### src/design/xbar_pkg.sv
// ##########################################################################
// Shared constants for the 2x2 manycore crossbar
// Grid size, coordinate and index widths, link and crossbar packet widths
// ##########################################################################

package xbar_pkg;

  // Grid dimensions
  localparam int num_in_x_lp = 2;
  localparam int num_in_y_lp = 2;
  localparam int num_in_lp   = num_in_x_lp * num_in_y_lp;

  // Flat crossbar index is row times num_in_x_lp plus column
  localparam int lg_num_in_lp = $clog2(num_in_lp);

  // Coordinate fields sit at the bottom of a link packet with x lowest
  localparam int x_cord_width_lp = 2;
  localparam int y_cord_width_lp = 2;

  localparam int payload_width_lp = 12;

  // Link packet is {payload, y, x}
  localparam int link_width_lp = payload_width_lp + y_cord_width_lp + x_cord_width_lp;

  // Crossbar packet is {payload, flat index}
  localparam int xbar_width_lp = payload_width_lp + lg_num_in_lp;

endpackage

### src/design/manycore_xbar_top.sv
// ##########################################################################
// Top level of the 2x2 manycore crossbar
// Link adapter, one input buffer per source and the switch core
// ##########################################################################

`timescale 1ns/1ns

module manycore_xbar_top
  import xbar_pkg::*;
  (
    input  logic                                    clk_i,
    input  logic                                    rst_n_i,

    input  logic [num_in_lp-1:0]                    link_v_i,
    input  logic [num_in_lp-1:0][link_width_lp-1:0] link_data_i,
    output logic [num_in_lp-1:0]                    link_ready_o,

    output logic [num_in_lp-1:0]                    link_v_o,
    output logic [num_in_lp-1:0][link_width_lp-1:0] link_data_o,
    input  logic [num_in_lp-1:0]                    link_ready_i
  );

  // Adapter to buffers
  logic [num_in_lp-1:0]                    xbar_v;
  logic [num_in_lp-1:0][xbar_width_lp-1:0] xbar_data;
  logic [num_in_lp-1:0]                    xbar_ready;

  // Buffers to switch
  logic [num_in_lp-1:0]                    head_v;
  logic [num_in_lp-1:0][xbar_width_lp-1:0] head_data;
  logic [num_in_lp-1:0]                    head_yumi;

  // Switch back to adapter
  logic [num_in_lp-1:0]                    out_v;
  logic [num_in_lp-1:0][xbar_width_lp-1:0] out_data;
  logic [num_in_lp-1:0]                    out_ready;

  mc_link_to_xbar link (
    .link_v_i     (link_v_i),
    .link_data_i  (link_data_i),
    .link_ready_o (link_ready_o),
    .link_v_o     (link_v_o),
    .link_data_o  (link_data_o),
    .link_ready_i (link_ready_i),
    .xbar_v_o     (xbar_v),
    .xbar_data_o  (xbar_data),
    .xbar_ready_i (xbar_ready),
    .xbar_v_i     (out_v),
    .xbar_data_i  (out_data),
    .xbar_ready_o (out_ready)
  );

  for (genvar p = 0; p < num_in_lp; p++) begin : g_in_buf
    xbar_in_fifo in_buf (
      .clk_i   (clk_i),
      .rst_n_i (rst_n_i),
      .v_i     (xbar_v[p]),
      .data_i  (xbar_data[p]),
      .ready_o (xbar_ready[p]),
      .v_o     (head_v[p]),
      .data_o  (head_data[p]),
      .yumi_i  (head_yumi[p])
    );
  end

  xbar_switch switch_core (
    .clk_i       (clk_i),
    .rst_n_i     (rst_n_i),
    .in_v_i      (head_v),
    .in_data_i   (head_data),
    .in_yumi_o   (head_yumi),
    .out_v_o     (out_v),
    .out_data_o  (out_data),
    .out_ready_i (out_ready)
  );

endmodule

### src/design/mc_link_to_xbar.sv
// ##########################################################################
// Link adapter between manycore tiles and the crossbar
// Inbound  : x/y destination coordinates folded into a flat index
// Outbound : flat source index split back into x/y coordinates
// Valid and ready travel straight through in both directions
// ##########################################################################

`timescale 1ns/1ns

module mc_link_to_xbar
  import xbar_pkg::*;
  (
    // Tile side
    input  logic [num_in_lp-1:0]                    link_v_i,
    input  logic [num_in_lp-1:0][link_width_lp-1:0] link_data_i,
    output logic [num_in_lp-1:0]                    link_ready_o,

    output logic [num_in_lp-1:0]                    link_v_o,
    output logic [num_in_lp-1:0][link_width_lp-1:0] link_data_o,
    input  logic [num_in_lp-1:0]                    link_ready_i,

    // Crossbar side
    output logic [num_in_lp-1:0]                    xbar_v_o,
    output logic [num_in_lp-1:0][xbar_width_lp-1:0] xbar_data_o,
    input  logic [num_in_lp-1:0]                    xbar_ready_i,

    input  logic [num_in_lp-1:0]                    xbar_v_i,
    input  logic [num_in_lp-1:0][xbar_width_lp-1:0] xbar_data_i,
    output logic [num_in_lp-1:0]                    xbar_ready_o
  );

  logic [num_in_lp-1:0][x_cord_width_lp-1:0] x_cord_in;
  logic [num_in_lp-1:0][y_cord_width_lp-1:0] y_cord_in;
  logic [num_in_lp-1:0][x_cord_width_lp-1:0] x_cord_out;
  logic [num_in_lp-1:0][y_cord_width_lp-1:0] y_cord_out;
  logic [num_in_lp-1:0][lg_num_in_lp-1:0]    src_idx;

  // Tiles toward crossbar
  for (genvar i = 0; i < num_in_y_lp; i++) begin : g_in_row
    for (genvar j = 0; j < num_in_x_lp; j++) begin : g_in_col

      assign x_cord_in[i*num_in_x_lp+j] = link_data_i[i*num_in_x_lp+j][0+:x_cord_width_lp];
      assign y_cord_in[i*num_in_x_lp+j] =
        link_data_i[i*num_in_x_lp+j][x_cord_width_lp+:y_cord_width_lp];

      assign xbar_data_o[i*num_in_x_lp+j] = {
        link_data_i[i*num_in_x_lp+j][link_width_lp-1:x_cord_width_lp+y_cord_width_lp],
        lg_num_in_lp'(x_cord_in[i*num_in_x_lp+j]
                      + y_cord_in[i*num_in_x_lp+j] * num_in_x_lp)
      };

      assign xbar_v_o[i*num_in_x_lp+j]     = link_v_i[i*num_in_x_lp+j];
      assign link_ready_o[i*num_in_x_lp+j] = xbar_ready_i[i*num_in_x_lp+j];
    end
  end

  // Crossbar toward tiles where the low bits name the sender
  for (genvar i = 0; i < num_in_y_lp; i++) begin : g_out_row
    for (genvar j = 0; j < num_in_x_lp; j++) begin : g_out_col

      assign src_idx[i*num_in_x_lp+j] = xbar_data_i[i*num_in_x_lp+j][0+:lg_num_in_lp];

      assign y_cord_out[i*num_in_x_lp+j] =
        y_cord_width_lp'(src_idx[i*num_in_x_lp+j] / num_in_x_lp);
      assign x_cord_out[i*num_in_x_lp+j] =
        x_cord_width_lp'(src_idx[i*num_in_x_lp+j] % num_in_x_lp);

      assign link_data_o[i*num_in_x_lp+j] = {
        xbar_data_i[i*num_in_x_lp+j][xbar_width_lp-1:lg_num_in_lp],
        y_cord_out[i*num_in_x_lp+j],
        x_cord_out[i*num_in_x_lp+j]
      };

      assign link_v_o[i*num_in_x_lp+j]     = xbar_v_i[i*num_in_x_lp+j];
      assign xbar_ready_o[i*num_in_x_lp+j] = link_ready_i[i*num_in_x_lp+j];
    end
  end

endmodule

### src/design/xbar_in_fifo.sv
// ##########################################################################
// Two-entry valid/ready input buffer for one crossbar source
// Head is visible the cycle after a write; a full buffer still accepts
// when the head is popped in the same cycle
// ##########################################################################

`timescale 1ns/1ns

module xbar_in_fifo
  import xbar_pkg::*;
  (
    input  logic                     clk_i,
    input  logic                     rst_n_i,

    input  logic                     v_i,
    input  logic [xbar_width_lp-1:0] data_i,
    output logic                     ready_o,

    output logic                     v_o,
    output logic [xbar_width_lp-1:0] data_o,
    input  logic                     yumi_i
  );

  logic [xbar_width_lp-1:0] mem_r [2];
  logic                     wr_ptr_r;
  logic                     rd_ptr_r;
  logic [1:0]               count_r;
  logic                     full;
  logic                     push;
  logic                     pop;

  assign full    = (count_r == 2'd2);
  assign ready_o = ~full | yumi_i;
  assign push    = v_i & ready_o;
  assign pop     = yumi_i;

  assign v_o    = (count_r != 2'd0);
  assign data_o = mem_r[rd_ptr_r];

  always_ff @(posedge clk_i or negedge rst_n_i) begin
    if (!rst_n_i) begin
      wr_ptr_r <= 1'b0;
      rd_ptr_r <= 1'b0;
      count_r  <= 2'd0;
    end else begin
      if (push) begin
        wr_ptr_r <= ~wr_ptr_r;
      end
      if (pop) begin
        rd_ptr_r <= ~rd_ptr_r;
      end
      // Simultaneous push and pop leaves the count alone
      if (push && !pop) begin
        count_r <= count_r + 2'd1;
      end else if (pop && !push) begin
        count_r <= count_r - 2'd1;
      end
    end
  end

  always_ff @(posedge clk_i) begin
    if (push) begin
      mem_r[wr_ptr_r] <= data_i;
    end
  end

endmodule

### src/design/xbar_rr_arbiter.sv
// ##########################################################################
// Round-robin arbiter for one crossbar destination
// Grants the first requester at or after the pointer; the pointer moves
// past the winner only on an acknowledged transfer
// ##########################################################################

`timescale 1ns/1ns

module xbar_rr_arbiter
  import xbar_pkg::*;
  (
    input  logic                 clk_i,
    input  logic                 rst_n_i,

    input  logic [num_in_lp-1:0] req_i,
    output logic [num_in_lp-1:0] grant_o,
    input  logic                 ack_i
  );

  logic [lg_num_in_lp-1:0] ptr_r;
  logic [lg_num_in_lp-1:0] cand;
  logic [lg_num_in_lp-1:0] gnt_idx;
  logic                    found;

  // Scan from the pointer, wrapping around
  always_comb begin
    grant_o = '0;
    gnt_idx = '0;
    cand    = '0;
    found   = 1'b0;
    for (int k = 0; k < num_in_lp; k++) begin
      cand = lg_num_in_lp'((ptr_r + k) % num_in_lp);
      if (!found && req_i[cand]) begin
        found         = 1'b1;
        gnt_idx       = cand;
        grant_o[cand] = 1'b1;
      end
    end
  end

  always_ff @(posedge clk_i or negedge rst_n_i) begin
    if (!rst_n_i) begin
      ptr_r <= '0;
    end else if (ack_i && found) begin
      ptr_r <= lg_num_in_lp'((gnt_idx + 1) % num_in_lp);
    end
  end

endmodule

### src/design/xbar_switch.sv
// ##########################################################################
// Crossbar switch core
// Decodes head destinations into per-destination requests, arbitrates
// each destination, muxes the winner and stamps in its source index
// Pops a source when its destination takes the packet
// ##########################################################################

`timescale 1ns/1ns

module xbar_switch
  import xbar_pkg::*;
  (
    input  logic                                    clk_i,
    input  logic                                    rst_n_i,

    input  logic [num_in_lp-1:0]                    in_v_i,
    input  logic [num_in_lp-1:0][xbar_width_lp-1:0] in_data_i,
    output logic [num_in_lp-1:0]                    in_yumi_o,

    output logic [num_in_lp-1:0]                    out_v_o,
    output logic [num_in_lp-1:0][xbar_width_lp-1:0] out_data_o,
    input  logic [num_in_lp-1:0]                    out_ready_i
  );

  // Indexed [destination][source]
  logic [num_in_lp-1:0][num_in_lp-1:0] req;
  logic [num_in_lp-1:0][num_in_lp-1:0] grant;
  logic [num_in_lp-1:0]                ack;

  // Request decode from each head's destination index
  always_comb begin
    req = '0;
    for (int s = 0; s < num_in_lp; s++) begin
      for (int d = 0; d < num_in_lp; d++) begin
        if (in_v_i[s] && (in_data_i[s][0+:lg_num_in_lp] == lg_num_in_lp'(d))) begin
          req[d][s] = 1'b1;
        end
      end
    end
  end

  for (genvar d = 0; d < num_in_lp; d++) begin : g_dest

    assign out_v_o[d] = |req[d];
    assign ack[d]     = out_v_o[d] & out_ready_i[d];

    xbar_rr_arbiter arb (
      .clk_i   (clk_i),
      .rst_n_i (rst_n_i),
      .req_i   (req[d]),
      .grant_o (grant[d]),
      .ack_i   (ack[d])
    );

    // One-hot grant selects the payload; index field becomes the sender
    always_comb begin
      out_data_o[d] = '0;
      for (int s = 0; s < num_in_lp; s++) begin
        if (grant[d][s]) begin
          out_data_o[d] = {
            in_data_i[s][xbar_width_lp-1:lg_num_in_lp],
            lg_num_in_lp'(s)
          };
        end
      end
    end
  end

  // A head targets one destination only, so at most one term is set per source
  always_comb begin
    in_yumi_o = '0;
    for (int d = 0; d < num_in_lp; d++) begin
      for (int s = 0; s < num_in_lp; s++) begin
        if (grant[d][s] && out_ready_i[d]) begin
          in_yumi_o[s] = 1'b1;
        end
      end
    end
  end

endmodule

### config.mk
export PLATFORM = sky130hd
export DESIGN_NAME = manycore_xbar_top
export DESIGN_NICKNAME = d
export VERILOG_FILES = /design/src/design/xbar_pkg.sv /design/src/design/manycore_xbar_top.sv /design/src/design/mc_link_to_xbar.sv /design/src/design/xbar_in_fifo.sv /design/src/design/xbar_rr_arbiter.sv /design/src/design/xbar_switch.sv
export SDC_FILE = /design/constraint.sdc
export NUM_CORES = 1
export LEC_CHECK = 0
export BUFFER_PORTS_ARGS = -buffer_cell sky130_fd_sc_hd__buf_2
export CAP_MARGIN = 40
export CORE_MARGIN = 3
export CORE_UTILIZATION = 29
export DETAILED_ROUTE_END_ITERATION = 8
export PLACE_DENSITY = 0.44
export SLEW_MARGIN = 15
export SYNTH_ARGS = -nofsm -noshare
export SYNTH_HDL_FRONTEND = slang
export SYNTH_HIERARCHICAL = 1
export SYNTH_SLANG_ARGS = --single-unit
export TNS_END_PERCENT = 10
### constraint.sdc
create_clock -name clk_i -period 5.2 [get_ports clk_i]
set_input_delay 1.3 -clock clk_i [delete_from_list [all_inputs] [get_ports clk_i]]
set_output_delay 1.3 -clock clk_i [all_outputs]
set_load 0.01 [all_outputs]
Word level (Yosys, flattened, before mapping)
Memory sizes are Yosys's and may differ from the RTL's.
Cells that the tools add are included.
{"block": "totals", "n_memories": 4, "latchBits": 0, "ff_bits": 24, "mem_bits_ro": 0, "elab_cells": 416, "in_bits": 74, "ram_bits": 112}
{"name": "g_in_buf[0].in_buf.mem_r", "words": 2, "width": 14, "read_ports": 1, "rd_clocked_by_memory_dff": 0, "write_ports": 1, "line": "xbar_in_fifo.sv:24", "text": "logic [xbar_width_lp-1:0] mem_r [2];"}
{"name": "g_in_buf[1].in_buf.mem_r", "words": 2, "width": 14, "read_ports": 1, "rd_clocked_by_memory_dff": 0, "write_ports": 1, "line": "xbar_in_fifo.sv:24"}
{"name": "g_in_buf[2].in_buf.mem_r", "words": 2, "width": 14, "read_ports": 1, "rd_clocked_by_memory_dff": 0, "write_ports": 1, "line": "xbar_in_fifo.sv:24"}
{"name": "g_in_buf[3].in_buf.mem_r", "words": 2, "width": 14, "read_ports": 1, "rd_clocked_by_memory_dff": 0, "write_ports": 1, "line": "xbar_in_fifo.sv:24"}
{"block": "op_classes", "n_eq_ne": 16, "magnitude_cmp": 32, "add_sub_neg": 28, "shift": 0, "div_mod_pow": 0, "reduce_logical": 108, "bitwise": 36, "muxes": 176, "multipliers": 0}
{"operator": "$mux 14", "count": 16}
{"operator": "$mux 1", "count": 88}
{"operator": "$logic_and 1x1->1", "count": 72}
{"operator": "$mux 4", "count": 16}
{"operator": "$lt 2x3->1 const B", "count": 16}
{"operator": "$mux 2", "count": 24}
{"operator": "$or 4x4->4", "count": 12}
{"operator": "$bmux 1 s2", "count": 16}
{"operator": "$demux 1 s2", "count": 16}
{"operator": "$ge 2x1->1 const B", "count": 16}
{"operator": "$add 2x1->2 const B", "count": 12}
{"operator": "$eq 2x2->1 const B", "count": 12}
{"operator": "$logic_not 1->1", "count": 20}
{"operator": "$add 2x2->2 const B", "count": 8}
{"operator": "$reduce_bool 2->1", "count": 8}
{"operator": "$reduce_or 4->1", "count": 4}
{"operator": "$not 1->1", "count": 12}
{"operator": "$add 2x2->2", "count": 4}
{"operator": "$and 1x1->1", "count": 8}
{"operator": "$eq 2x1->1 const B", "count": 4}
{"operator": "$logic_not 2->1", "count": 4}
{"operator": "$sub 2x1->2 const B", "count": 4}
{"operator": "$or 1x1->1", "count": 4}

Logic depth before layout (Yosys ltp)
Gate-level depths: netlist (run 1).
An unclocked memory read counts as a cell.
{"block": "depth", "depth_word": 27, "mapped_depth": 20}

Modules after synthesis
Netlist (run 1), hierarchy kept.
{"mod": "xbar_in_fifo", "cells_per_inst": 62, "instances": 4, "seq_area_each_um2": 940.9, "area_each_um2": 1217.4}
{"mod": "xbar_switch", "cells_per_inst": 257, "instances": 1, "seq_area_each_um2": 0.0, "area_each_um2": 1629.1}
{"mod": "xbar_rr_arbiter (switch_core.g_dest[0].arb ...)", "cells_per_inst": 49, "instances": 3, "seq_area_each_um2": 50.0, "area_each_um2": 495.5}
{"mod": "mc_link_to_xbar", "cells_per_inst": 137, "instances": 1, "seq_area_each_um2": 0.0, "area_each_um2": 1029.7}
{"mod": "xbar_rr_arbiter (switch_core.g_dest[3].arb)", "cells_per_inst": 50, "instances": 1, "seq_area_each_um2": 50.0, "area_each_um2": 488.0}

Least setup slack after synthesis (run 1)
OpenSTA, ideal clock, no wires.
{"block": "synth_timing", "kind": "register -> output", "from": "register g_in_buf[0].in_buf.rd_ptr_r", "to": "output link_ready_o[2]", "stages_incl_launch_ff": 15, "arrival_ps": 3657, "path_slack_ps": 243, "path_cell_list": "dfrtp_1 -> buf_2 -> buf_4 -> mux2_2 -> nor3b_1 -> mux4_2 -> and2b_1 -> a22oi_1 -> o21ai_0 -> buf_2 -> clkbuf_1 -> a22oi_1 -> nand2_1 -> or3b_4 -> buf_4"}
{"item": "from (decl)", "line": "xbar_in_fifo.sv:26", "text": "logic rd_ptr_r;"}
{"item": "from (signal assigned)", "line": "xbar_in_fifo.sv:50", "text": "rd_ptr_r <= ~rd_ptr_r;"}
{"item": "to (decl)", "line": "manycore_xbar_top.sv:16", "text": "output logic [num_in_lp-1:0] link_ready_o,"}

==> reports/metrics.cfg, run 1 <==
[outcome]
status=finished clean

[synthesis]
avgSynthCellArea_um2=11.3
synthesis.area_um2=9500
synth.area.top_cells=edfxtp_1 35%, buf_4 11%, mux2_2 7.5%
synthCells=839
synth_top_area_share_pct=35.4
synth_enable_flop_cells=112
ys_ff_latch=136
synth_seq_area_share_pct=41.7
yosys_warnings=6
synth_area_leader_cell=edfxtp_1
async_flop_share_pct=17.6
synth_flop_cell=edfxtp_1
synth_cell_types=61

[routing]
ant_nets=0
dr.pass1.iters=5
via_per_inst=5.00
route.detailed.drc=0
drtIter0Drc=510
drt-total-wl_mm=27.1
vias=6790
drt-wirelength-per-cell_um=20.0

[cts]
cts_tree=yes
cts.sinks=136
clkTransAtPathRegs_ns=0.06
cts_max_path_buffers=2
hold_buffers=0
cts_root_buf=clkbuf_16
htree_levels=4
clock_latency_ns=0.43
cts-buffers-inserted=17

[job]
maxCapViolCount=0

[sta]
fin_crit_ns=5.09
slew_headroom_pct=43.5
rsz0062_at_grt=yes
hold_violations=0
worstMarginPinSlew_ns=0.847
skew_ns=0.0131
clock.fmax_ghz=0.196
slew_viol_final=0
setup_viol=0
holdWs_ns=0.482
fin_crit_sh_pct=97.9

[global_route]
grt_pass1_vias=6495
track_usage_pct=14.8
grt_max_degree=25
met2_usage_pct=24.3
use_met3_pct=3.15
overflow=0
busiest_layer=met2
grt_use_met1_pct=20.4
grt_pass1_wl_mm=39.9
antenna_found_initial=2

[die]
die_h_um=187
die_w_um=187
core_region_area_um2=32000
initial_utilization_pct=29.7
core.rowCount=65
die-area_um2=35000
num_io_pins=146

[placement]
dpl.hpwl_mm=19.8
portBuffers=133
gp_congestion=0.826

[cells_and_area]
area_growth_pct=15.8
final_common_cell=buf_2
num_antenna_cells=0
finish.net_count=1008
drive_above_1_share_pct=43.6
final_cell_mix=133 x buf_2, 112 x edfxtp_1, 83 x a22oi_1

[setup_path]
crit_required_ns=3.90
crit_arrival_ns=3.79
worstSetupPathType=flip-flop to output port
worst-path-max-fanout=8
cp-end-kind=output port
start_kind=flip-flop
r2r_slack_ns=1.06

[min_path]
holdCritPathClass=flip-flop to flip-flop

[logic make-up (layout without fill, tap and decap cells)]
group,count (synthesis),in the layout,share of synthesized area (%)
xor gates and xnor gates,28,28,2.58
and+or+nand+nor,150,150,10.7
muxes,83,83,11.8
other,1,8,0.0395
DFF,136,136,41.7
AOI/OAI and AO/OA,221,221,16.3
buffers and inverters,196,273,13.7
adders and majority gates,24,24,3.16
[path summary, 6_finish.rpt]
| path | from | endpoint | cells after the start |
|---|---|---|---|
| max | g_in_buf[3].in_buf/count_r[0] | link_data_o[15] | 13 |
| max reg2reg | g_in_buf[3].in_buf/count_r[0] | g_in_buf[3].in_buf/mem_r[1][0] | 13 |
| min | g_in_buf[3].in_buf/count_r[1] | g_in_buf[3].in_buf/count_r[1] | 1 |
| min in group asynchronous | rst_n_i | g_in_buf[2].in_buf/wr_ptr_r | 1 |
| min reg2reg | g_in_buf[3].in_buf/count_r[1] | g_in_buf[3].in_buf/count_r[1] | 1 |
| max in group asynchronous | rst_n_i | switch_core/g_dest[3].arb/ptr_r[0] | 1 |
[final cells by class]
type | instances | area, µm²
clock buffer | 17 | 425
clock inverter | 15 | 184
fill | 3247 | 21000
inverter | 21 | 78.8
multi-input combinational | 514 | 4440
sequential | 136 | 3960
tap | 435 | 544
timing repair buffer | 220 | 1370
[sequential cells by signal, indices dropped and copies added (netlist names)]
signal	count
g_in_buf.in_buf/wr_ptr_r	4
g_in_buf.in_buf/mem_r	112
g_in_buf.in_buf/rd_ptr_r	4
switch_core/g_dest.arb/ptr_r	8
g_in_buf.in_buf/count_r	8
[synth_stat cells (5+ instances only)]
| cell | instances |
|---|---|
| buf_4 | 137 |
| edfxtp_1 | 112 |
| a22oi_1 | 88 |
| mux2_2 | 63 |
| o21ai_0 | 59 |
| nand2_1 | 34 |
| nor2b_1 | 30 |
| dfrtp_1 | 24 |
| ha_1 | 24 |
| a221oi_1 | 21 |
| inv_1 | 21 |
| buf_2 | 17 |
| clkbuf_1 | 17 |
| xor2_1 | 16 |
| mux4_2 | 13 |
| or2_2 | 12 |
| xnor2_1 | 12 |
| nor2_1 | 11 |
| and3_1 | 6 |
| nand2b_1 | 6 |
| o21ai_1 | 6 |
| nand3b_1 | 5 |
[metrics by stage]
stage / setup slack (ns) / std cells / TNS (ns) / util, % / cell area, µm²
finish: 0.107 / 1358 / 0 / 34.4 / 11000
global route: -0.0214 / 1358 / -0.0987 / 34.4 / 11000
CTS: -0.0811 / 1328 / -0.162 / 33.2 / 10600
detailed placement: 0.151 / 1292 / 0 / 31.1 / 9940
global placement: 0.207 / 1292 / 0 / 31.1 / 9940
floorplan: 0.243 / 846 / 0 / - / 9530
[routing by layer]
layer  vias to the layer above  share of wire (%)
met5                         -              0.048
met4                         2               0.65
met3                        15                5.7
met2                       233                 49
met1                      3354                 45
li1                       3186                  -
[worst max-delay path: stages, from the launching register on]
cell	delay [ns]
dfrtp_1	0.43
or2_4	0.27
nor3b_2	0.17
buf_4	0.16
mux4_2	0.48
buf_6	0.16
nor4b_4	0.35
buf_4	0.17
a22oi_1	0.06
o21ai_2	0.18
buf_4	0.21
a21oi_1	0.06
a32oi_1	0.44
buf_2	0.22
[what timing repair did]
| item | 4_1_cts | 5_1_grt |
|---|---|---|
| gates resized for setup | 29 | 56 |
| cloned | 0 | 2 |
| pin swaps | 2 | 8 |
| setup endpoints to repair | 42 | 52 |
| buffers inserted | 4 | 28 |
Power of run 1 is not shown: default switching activity piles up to over one toggle a cycle in this logic, so the estimate is an artifact.
==> inputs of run 2 (changes only) <==
Clock period 5.2 ns to 6.5 ns, I/O delays scaled along.
==> reports/metrics.cfg, run 2 (same netlist as run 1, synthesis figures left out) <==
[outcome]
status=finished clean  ; unchanged

[sta]
clock.fmax_ghz=0.161
fin_crit_ns=6.21
fin_crit_sh_pct=95.5
setup_viol=0  ; unchanged
slew_headroom_pct=46.5  ; was 43.5%
hold_violations=0  ; unchanged
worstMarginPinSlew_ns=0.802  ; was 0.847 ns
slew_viol_final=0  ; unchanged
holdWs_ns=0.480  ; was 0.482 ns
setup_slack_ns=0.292  ; was 0.107 ns
skew_ns=0.00965  ; was 0.0131 ns
rsz0062_at_grt=no  ; was yes
fin_setup_tns_ns=0  ; unchanged

[min_path]
min_path_cells=1  ; unchanged
hp-start=g_in_buf[3].in_buf/count_r[1]  ; unchanged
min_to=g_in_buf[3].in_buf/count_r[1]  ; unchanged
holdCritPathClass=flip-flop to flip-flop  ; unchanged

[setup_path]
r2r_slack_ns=1.88  ; was 1.06 ns
rr_startpoint=g_in_buf[2].in_buf/rd_ptr_r  ; was g_in_buf[3].in_buf/count_r[0]
worst-path-max-fanout=12  ; was 8
worstSetupPathType=flip-flop to output port  ; unchanged
crit_arrival_ns=4.58  ; was 3.79 ns
r2r-end=g_in_buf[3].in_buf/mem_r[1][4]  ; was g_in_buf[3].in_buf/mem_r[1][0]
cp-end-kind=output port  ; unchanged
crit_required_ns=4.88  ; was 3.90 ns
worstRegToRegCells=11  ; was 13
start_kind=flip-flop  ; unchanged

[cts]
cts_root_buf=clkbuf_16  ; unchanged
cts-buffers-inserted=17  ; unchanged
clkTransAtPathRegs_ns=0.06  ; about the same
clock_latency_ns=0.41  ; was 0.43 ns
htree_levels=4  ; unchanged
hold_buffers=0  ; unchanged
cts_resized=0  ; was 29
cts_tree=yes  ; unchanged
cts_max_path_buffers=2  ; unchanged
cts.sinks=136  ; unchanged
cts_setup_buffers=0  ; was 4

[routing]
route.detailed.drc=0  ; unchanged
drt-total-wl_mm=25.9  ; was 27.1 mm
ant_nets=0  ; unchanged
drtIter0Drc=531  ; was 510
dr.pass1.iters=5  ; unchanged
via_per_inst=5.00  ; about the same
vias=6512  ; was 6790
drt-wirelength-per-cell_um=19.9  ; was 20.0 µm

[die]
die_w_um=187  ; unchanged
die-area_um2=35000  ; unchanged
core.rowCount=65  ; unchanged
core_region_area_um2=32000  ; unchanged
initial_utilization_pct=29.7  ; unchanged
num_io_pins=146  ; unchanged
die_h_um=187  ; unchanged

[placement]
gp_congestion=0.783  ; was 0.826
dpl.hpwl_mm=19.4  ; was 19.8 mm
pre_cts_ws_ns=0.655  ; was 0.151 ns
portBuffers=133  ; unchanged

[global_route]
antenna_found_initial=0  ; was 2
grt_pass1_wl_mm=39.2  ; was 39.9 mm
grt_pass1_vias=6474  ; was 6495
track_usage_pct=14.5  ; was 14.8%
overflow=0  ; unchanged
grt_max_degree=28  ; was 25

[job]
maxCapViolCount=0  ; unchanged

[cells_and_area]
top_register=g_in_buf.in_buf/mem_r  ; unchanged
largest_reg_flops=112  ; unchanged
reg_top3=g_in_buf.in_buf/mem_r: 112 flops, g_in_buf.in_buf/count_r: 8 flops, switch_core/g_dest.arb/ptr_r: 8 flops  ; unchanged
final_common_cell=buf_2  ; unchanged
drive_above_1_share_pct=36.2  ; was 43.6%
finish.net_count=953  ; was 1008
final-seq-area_um2=3960  ; unchanged
multiInputGateArea_um2=4280  ; was 4440 µm²
fillers=3322  ; was 3247
area_growth_pct=9.20  ; was 15.8%
final_cell_mix=133 x buf_2, 112 x edfxtp_1, 88 x a22oi_1  ; was 133 x buf_2, 112 x edfxtp_1, 83 x a22oi_1
num_antenna_cells=0  ; unchanged

-- run 2: cell count changes in the layout (fill, tap and decap cells not counted), moves of 4 or more --
cell     delta
a22oi_1     +5
a22oi_2     -5
buf_4      -48
buf_6       -5
inv_8       -4
o21ai_0    +25
o21ai_1    -14
o21ai_2     -9
or2_2       +4
or2_4       -4
-- run 2: routing by layer --
layer	track usage, %	share of wire, %	vias up
li1	-	-	3072
met1	19.7	45	3210
met2	24.1	49	210
met3	2.81	5.1	20
met4	3.43	1.3	0
met5	0	0	-
-- run 2: how the worst max path moves through the flow --
stage | startpoint | end | slack, ns
floorplan | g_in_buf[0].in_buf/rd_ptr_r | link_ready_o[2] | 1.22
global placement | g_in_buf[2].in_buf/rd_ptr_r | link_data_o[21] | 0.64
detailed placement | g_in_buf[2].in_buf/rd_ptr_r | link_data_o[21] | 0.66
CTS | g_in_buf[2].in_buf/rd_ptr_r | link_data_o[21] | 0.17
global route | g_in_buf[2].in_buf/rd_ptr_r | link_data_o[20] | 0.08
finish | g_in_buf[2].in_buf/rd_ptr_r | link_data_o[38] | 0.29
-- run 2: final cells by class --
| class | count | share of cell area [%] |
|---|---|---|
| well taps | 435 | 5.24 |
| clock inverters | 14 | 1.68 |
| flip-flops and latches | 136 | 38.2 |
| inverters | 21 | 0.760 |
| repair buffers | 165 | 8.77 |
| multi-input cells | 514 | 41.3 |
| clock buffers | 17 | 4.10 |
-- run 2: worst max-delay path: stages, from the launching register on --
cell	delay [ns]
dfrtp_1	0.51
mux2_2	0.41
and3b_2	0.31
mux4_1	0.77
nor4b_4	0.45
a22oi_1	0.12
o21ai_0	0.21
nor4b_2	0.61
buf_4	0.30
a22oi_1	0.09
o21ai_0	0.18
buf_2	0.21
-- run 2: stage by stage --
stage | instances | cell area (µm²) | utilization (%)
after global placement | 1270 | 9770 | 30.6
after detailed placement | 1271 | 9780 | 30.6
final | 1302 | 10400 | 32.5
after global routing | 1302 | 10400 | 32.5
after floorplan | 846 | 9530 | -
after CTS | 1302 | 10400 | 32.5
Power of run 2 is left out for the same reason.
